### src/hw/pmem_consts.svh
`ifndef PMEM_CONSTS_SVH
`define PMEM_CONSTS_SVH

// Primary word and address widths
`define PMEM_WIDTH        32
`define PMEM_BITVBNK      3
`define PMEM_NUMVBNK      6
`define PMEM_BITVROW      6
`define PMEM_NUMVROW      64
`define PMEM_BITPADR      9

// Shadow word metadata, reserved check field kept as payload
`define PMEM_ECCBITS      4
`define PMEM_SDOUT_WIDTH  (2*(`PMEM_BITVBNK+1)+`PMEM_ECCBITS)

// Read latencies in cycles, both arrays assume at least 2
`define PMEM_DRAM_DELAY   2
`define PMEM_SRAM_DELAY   2

`endif

### src/hw/pmem_pkg.sv
`include "pmem_consts.svh"

package pmem_pkg;

  typedef logic [`PMEM_WIDTH-1:0]                   data_t;
  typedef logic [`PMEM_BITVBNK-1:0]                 bank_t;
  typedef logic [`PMEM_BITVROW-1:0]                 row_t;
  typedef logic [`PMEM_BITPADR-1:0]                 padr_t;
  typedef logic [`PMEM_SDOUT_WIDTH+`PMEM_WIDTH-1:0] sword_t;  // Metadata over data

  typedef struct packed {
    bank_t bank;
    row_t  row;
    data_t data;
  } pwr_req_t;

  typedef struct packed {
    bank_t bank;
    row_t  row;
  } prd_req_t;

  typedef struct packed {
    data_t data;
    logic  fwrd;
    padr_t padr;
  } prd_rsp_t;

  typedef struct packed {
    row_t   row;
    sword_t word;
  } swr_req_t;

  typedef struct packed {
    sword_t word;
    logic   fwrd;
    padr_t  padr;
  } srd_rsp_t;

endpackage

### src/hw/shadow_array.sv
`include "pmem_consts.svh"

module shadow_array
  import pmem_pkg::*;
(
  input  logic     clk,
  input  logic     rst_n,
  input  logic     write,
  input  swr_req_t wr,
  input  logic     read,
  input  row_t     adr,
  output srd_rsp_t rsp
);

  localparam int DELAY = `PMEM_SRAM_DELAY;

  sword_t           mem [`PMEM_NUMVROW];

  srd_rsp_t         rd_now;
  srd_rsp_t         pipe_q [DELAY-1];
  logic [DELAY-2:0] vld_q;

  // Row doubles as physical address
  always_comb begin
    rd_now.padr = padr_t'(adr);
    rd_now.fwrd = write && (wr.row == adr);
    rd_now.word = rd_now.fwrd ? wr.word : mem[adr];
  end

  always_ff @(posedge clk) begin
    if (write) begin
      mem[wr.row] <= wr.word;
    end
  end

  always_ff @(posedge clk) begin
    if (!rst_n) begin
      vld_q <= '0;
    end else begin
      vld_q[0] <= read;
      for (int i = 1; i < DELAY-1; i++) begin
        vld_q[i] <= vld_q[i-1];
      end
    end
  end

  always_ff @(posedge clk) begin
    if (read) begin
      pipe_q[0] <= rd_now;
    end
    for (int i = 1; i < DELAY-1; i++) begin
      if (vld_q[i-1]) begin
        pipe_q[i] <= pipe_q[i-1];
      end
    end
  end

  always_ff @(posedge clk) begin
    if (!rst_n) begin
      rsp <= '0;
    end else if (vld_q[DELAY-2]) begin
      rsp <= pipe_q[DELAY-2];
    end
  end

endmodule

### config.mk
export PLATFORM = sky130hd
export DESIGN_NAME = shadow_array
export DESIGN_NICKNAME = d
export VERILOG_FILES = /design/src/hw/pmem_pkg.sv /design/src/hw/shadow_array.sv
export VERILOG_INCLUDE_DIRS = /design/src /design/src/hw
export SDC_FILE = /design/constraint.sdc
export NUM_CORES = 2
export LEC_CHECK = 0
export ABC_AREA = 1
export CORE_MARGIN = 5
export CORE_UTILIZATION = 25
export DETAILED_ROUTE_END_ITERATION = 10
export DONT_BUFFER_PORTS = 1
export PLACE_DENSITY = 0.41
export SLEW_MARGIN = 20
export SYNTH_ARGS = -nofsm -noshare
export SYNTH_HDL_FRONTEND = slang
export SYNTH_SLANG_ARGS = --single-unit
### constraint.sdc
create_clock -name clk -period 5 [get_ports clk]
set_input_delay 1 -clock clk [delete_from_list [all_inputs] [get_ports clk]]
set_output_delay 1 -clock clk [all_outputs]
set_load 0.01 [all_outputs]
**Word-level counts from Yosys, hierarchy flattened**

Memories as Yosys holds them, arrays and structs flattened. A register that Yosys moved wholly into a read port is not among the register bits.
Index checks and enable logic that the tools add are counted.

- Register bits: 10
- Memory bits (writable): 2,867
- Bits of input ports: 60
- Output and inout port bits: 54
- Logic and storage cells: 12
- Memories: 2

Memory list:

| memory | words | bits a word | rd ports | clocked after Yosys merged registers in | wr ports | line | source |
|---|---|---|---|---|---|---|---|
| mem | 64 | 44 | 1 | 0 | 1 | shadow_array.sv:17 | `` sword_t mem [`PMEM_NUMVROW]; `` |
| pipe_q | 1 | 51 | 1 | 1 | 1 | shadow_array.sv:20 | `srd_rsp_t pipe_q [DELAY-1];` |

- Eq/ne operators: 1
- Multiplexer cells: 5
- Reductions and logical operators: 2

Operator list:

| cell | count |
|---|---|
| $mux 44 | 1 |
| $eq 6x6->1 | 1 |
| $mux 1 | 4 |
| $logic_and 1x1->1 | 1 |
| $logic_not 1->1 | 1 |

**Logic depth before layout (Yosys ltp)**

- Depth in word-level cells: 3
- Depth in mapped cells: 13
- Depth with buffers taken out: 9

**Worst setup path after synthesis**

No wires, ideal clock.

- Path kind: input to register
- From: input write
- To: memory mem[32][0] (netlist bit) (enable)
- Library setup time: 0.445 ns
- Arrival: 3.424 ns
- Data required time: 4.555 ns
- Setup slack: 1.131 ns
- Stages: 3
- Path buffers: 1
- Path through: clkbuf_1 > nand3_1 > nor2_1

- Longest elaborated chain between the ends: 2

Ends and longest elaborated chain:

| item | line | source |
|---|---|---|
| start: declaration | shadow_array.sv:8 | `input logic write,` |
| $mux 1 | shadow_array.sv:31 | `if (write) begin` |
| $mux 1 (not written as such) | shadow_array.sv:32 | `mem[wr.row] <= wr.word;` |
| end: declaration | shadow_array.sv:17 |  |

Every way passes these cells.

==> results.json <==
{
  "async_flop_share_pct": 0,
  "grt-ovfl-total": 0,
  "cp-start-kind": "primary input",
  "setup_viol": 0,
  "drt-total-wl_mm": 409,
  "synth.cell_area_mm2": 0.117,
  "hpwl_mm": 201,
  "cp.required_ns": 5.66,
  "antenna_left": 0,
  "ctsResizeCount": 0,
  "p_per_area_mw_per_mm2": 391,
  "yosys.cell_count.top_type": "nand2_1",
  "fillCellCount": 47584,
  "cp.arrival_ns": 5.03,
  "clk_latency_ns": 0.94,
  "netlist_top_cells_area": "edfxtp_1 (74%), nand3_1 (12%), nand2_1 (9.4%)",
  "path_clk_slew_ns": 0.06,
  "crit_buf_inv": 6,
  "start_util_pct": 25.1,
  "grt_first_pass_wirelength_mm": 575,
  "worst_path_most_repeated_cell": "nand3_1",
  "antenna_found_initial": 20,
  "synth_edf_count": 2867,
  "grt_max_degree": 708,
  "leakage_nw": 45.3,
  "htree_levels": 5,
  "wl_per_cell_um": 25.8,
  "path_cells": "buf_16 -> buf_16 -> buf_16 -> inv_8 -> buf_12 -> buf_12 -> nand3_1 -> nand3_1 -> nand3_1 -> nand3_1 -> nand3_1 -> nand3_1 -> nand2_1",
  "crit_type": "primary input to register",
  "cts-hold-fix-buffers": 0,
  "seqCellArea_mm2": 0.0871,
  "numPortBuffers": 0,
  "final.setup_skew_ns": 0.0486,
  "outcome": "complete, no violations",
  "end_kind": "register",
  "synthTopCellsByCount": "nand2_1 (2915), edfxtp_1 (2867), nand3_1 (2780)",
  "hold_class": "primary input to register",
  "fin_crit_ns": 4.36,
  "rsz0062_at_grt": "no",
  "critPathLaunch": "adr[1]",
  "maxCapViolations": 0,
  "vias_per_cell": 4.74,
  "grt_use_total_pct": 16.5,
  "die-area_mm2": 0.481,
  "cts_root_buf": "clkbuf_16",
  "die_width_um": 694,
  "synthDistinctLibCells": 25,
  "min_period_over_period_pct": 87.3,
  "grt_pass1_vias": 73573,
  "max_stage_delay_ns": 0.54,
  "drt-initial-drc-count": 7238,
  "cts_buffer_depth": 4,
  "firstDrtPassIters": 6,
  "yosys_warnings": 0,
  "cpLargestDelayFamily": "buffers and inverters",
  "multi_input_area_mm2": 0.0263,
  "place_congestion": 0.764,
  "cp_max_fo": 155,
  "synth_cells": 9515,
  "ys.flop_type": "edfxtp_1",
  "cts_setup_buffers": 0,
  "ir_drop_uv": 270,
  "cts_tree": "yes",
  "slew_headroom_pct": 21.4,
  "ys_seq_area_share_pct": 74.5,
  "fin_hold_ws_ns": 0.165,
  "drc": 0,
  "vias": 75339,
  "fin_nets": 9501,
  "drv_slew": 0,
  "rows": 251,
  "area_delta_synth_final_pct": 14.8,
  "r2r-start": "vld_q",
  "synth_seq_cells": 2919,
  "core_mm2": 0.467,
  "hold_start": "wr[21]",
  "fmax_ghz": 0.229,
  "clock-sinks": 2919,
  "synth_top_cell_by_area": "edfxtp_1",
  "final_util_pct": 28.8,
  "dp_cells": 15316,
  "synth_top_area_share_pct": 73.6,
  "cts_made_buffers": 316,
  "drive_gt1_share_pct": 7.72,
  "worst_pin_slew_ns": 1.18,
  "tns_ns": 0,
  "finalHoldViolations": 0,
  "dieHeight_um": 694,
  "layoutNonFillerInstCount": 15894,
  "crit_slowest_cell": "buf_16",
  "synth_area_per_cell_um2": 12.3,
  "ioPinCount": 114
}
routing by layer:
layer  share of wire (%)  routed length [um]  up-vias  GRT usage [%]
li1                    -                   -    33904              -
met4                 3.2               13100        6           4.84
met3                 5.9               24200      549           2.73
met5               0.010                  41        -              0
met1                  44              178000    38607           22.0
met2                  47              194000     2273           27.4
layout by cell type (no fill, tap or decap):
master,synthesis,routed
diode_2,0,7
o21ai_0,52,52
o22ai_1,2,2
bufinv_16,0,19
nand2_4,0,1
inv_6,1,13
nor3_2,1,1
dfxtp_1,52,51
nor2_1,167,103
clkinvlp_4,0,3
xor2_1,2,2
clkbuf_16,0,327
conb_1,1,3
o211ai_1,1,1
nand2_1,2915,2915
inv_1,15,15
clkinv_16,0,1
clkinv_8,0,6
inv_4,0,1
clkbuf_8,0,3
clkinv_2,1,54
buf_16,0,6
buf_4,55,164
nand3_1,2780,2780
clkinv_1,2,64
inv_8,0,3
dfxtp_4,0,1
nor2_4,0,64
buf_12,1,78
edfxtp_1,2867,2867
clkbuf_1,71,77
nor3_1,9,9
clkinv_4,0,3
where the power goes:
part | switching [mW] | internal, mW | leakage, nW
sequential | 0.148 | 27.1 | 26.3
combinational | 1.80 | 0.709 | 14.2
clock | 9.76 | 13.0 | 4.82
total | 11.7 | 40.8 | 45.3
kinds of logic after synthesis:
logic type	count (synthesis)	share of synthesized area, %
buf+inv	665	3.38
compound gates	55	0.240
xor+xnor	2	0.0150
simple gates	5873	21.8
other cells	1	0.00321
flops	2919	74.5
registers in the layout, indices dropped and copies added (netlist names):
name,cells
mem,2816
rsp,51
vld_q,1
pipe_q,51
through the flow:
stage / power (mW) / area, um^2 / setup WS [ns]
after floorplan: 29.4 / 117000 / 1.13
after global placement: 30.2 / 124000 / 0.617
after detailed placement: 30.2 / 124000 / 0.590
after CTS: 53.0 / 134000 / 1.62
after global routing: 54.4 / 134000 / 0.582
final: 52.5 / 134000 / 0.636
worst paths after layout:
kind	to	slack, ns	cells past startpoint
worst max register to register	rsp[33]	2.60	3
worst min register to register	rsp[5]	0.48	2
worst min-delay path	mem[31][21]	0.16	0
worst max-delay path	pipe_q[0][49]	0.64	13
area by class of cell:
type                            count  share of cell area, %
Clock buffer                      407                   6.34
Tap cell                         6198                   5.78
Multi-Input combinational cell   5933                   19.6
Sequential cell                  2919                   64.9
Antenna cell                        7                 0.0131
Inverter                           23                  0.105
Timing Repair Buffer              248                   2.20
Clock inverter                    159                  0.988
Note: power is estimated with default switching activity, not from simulation.
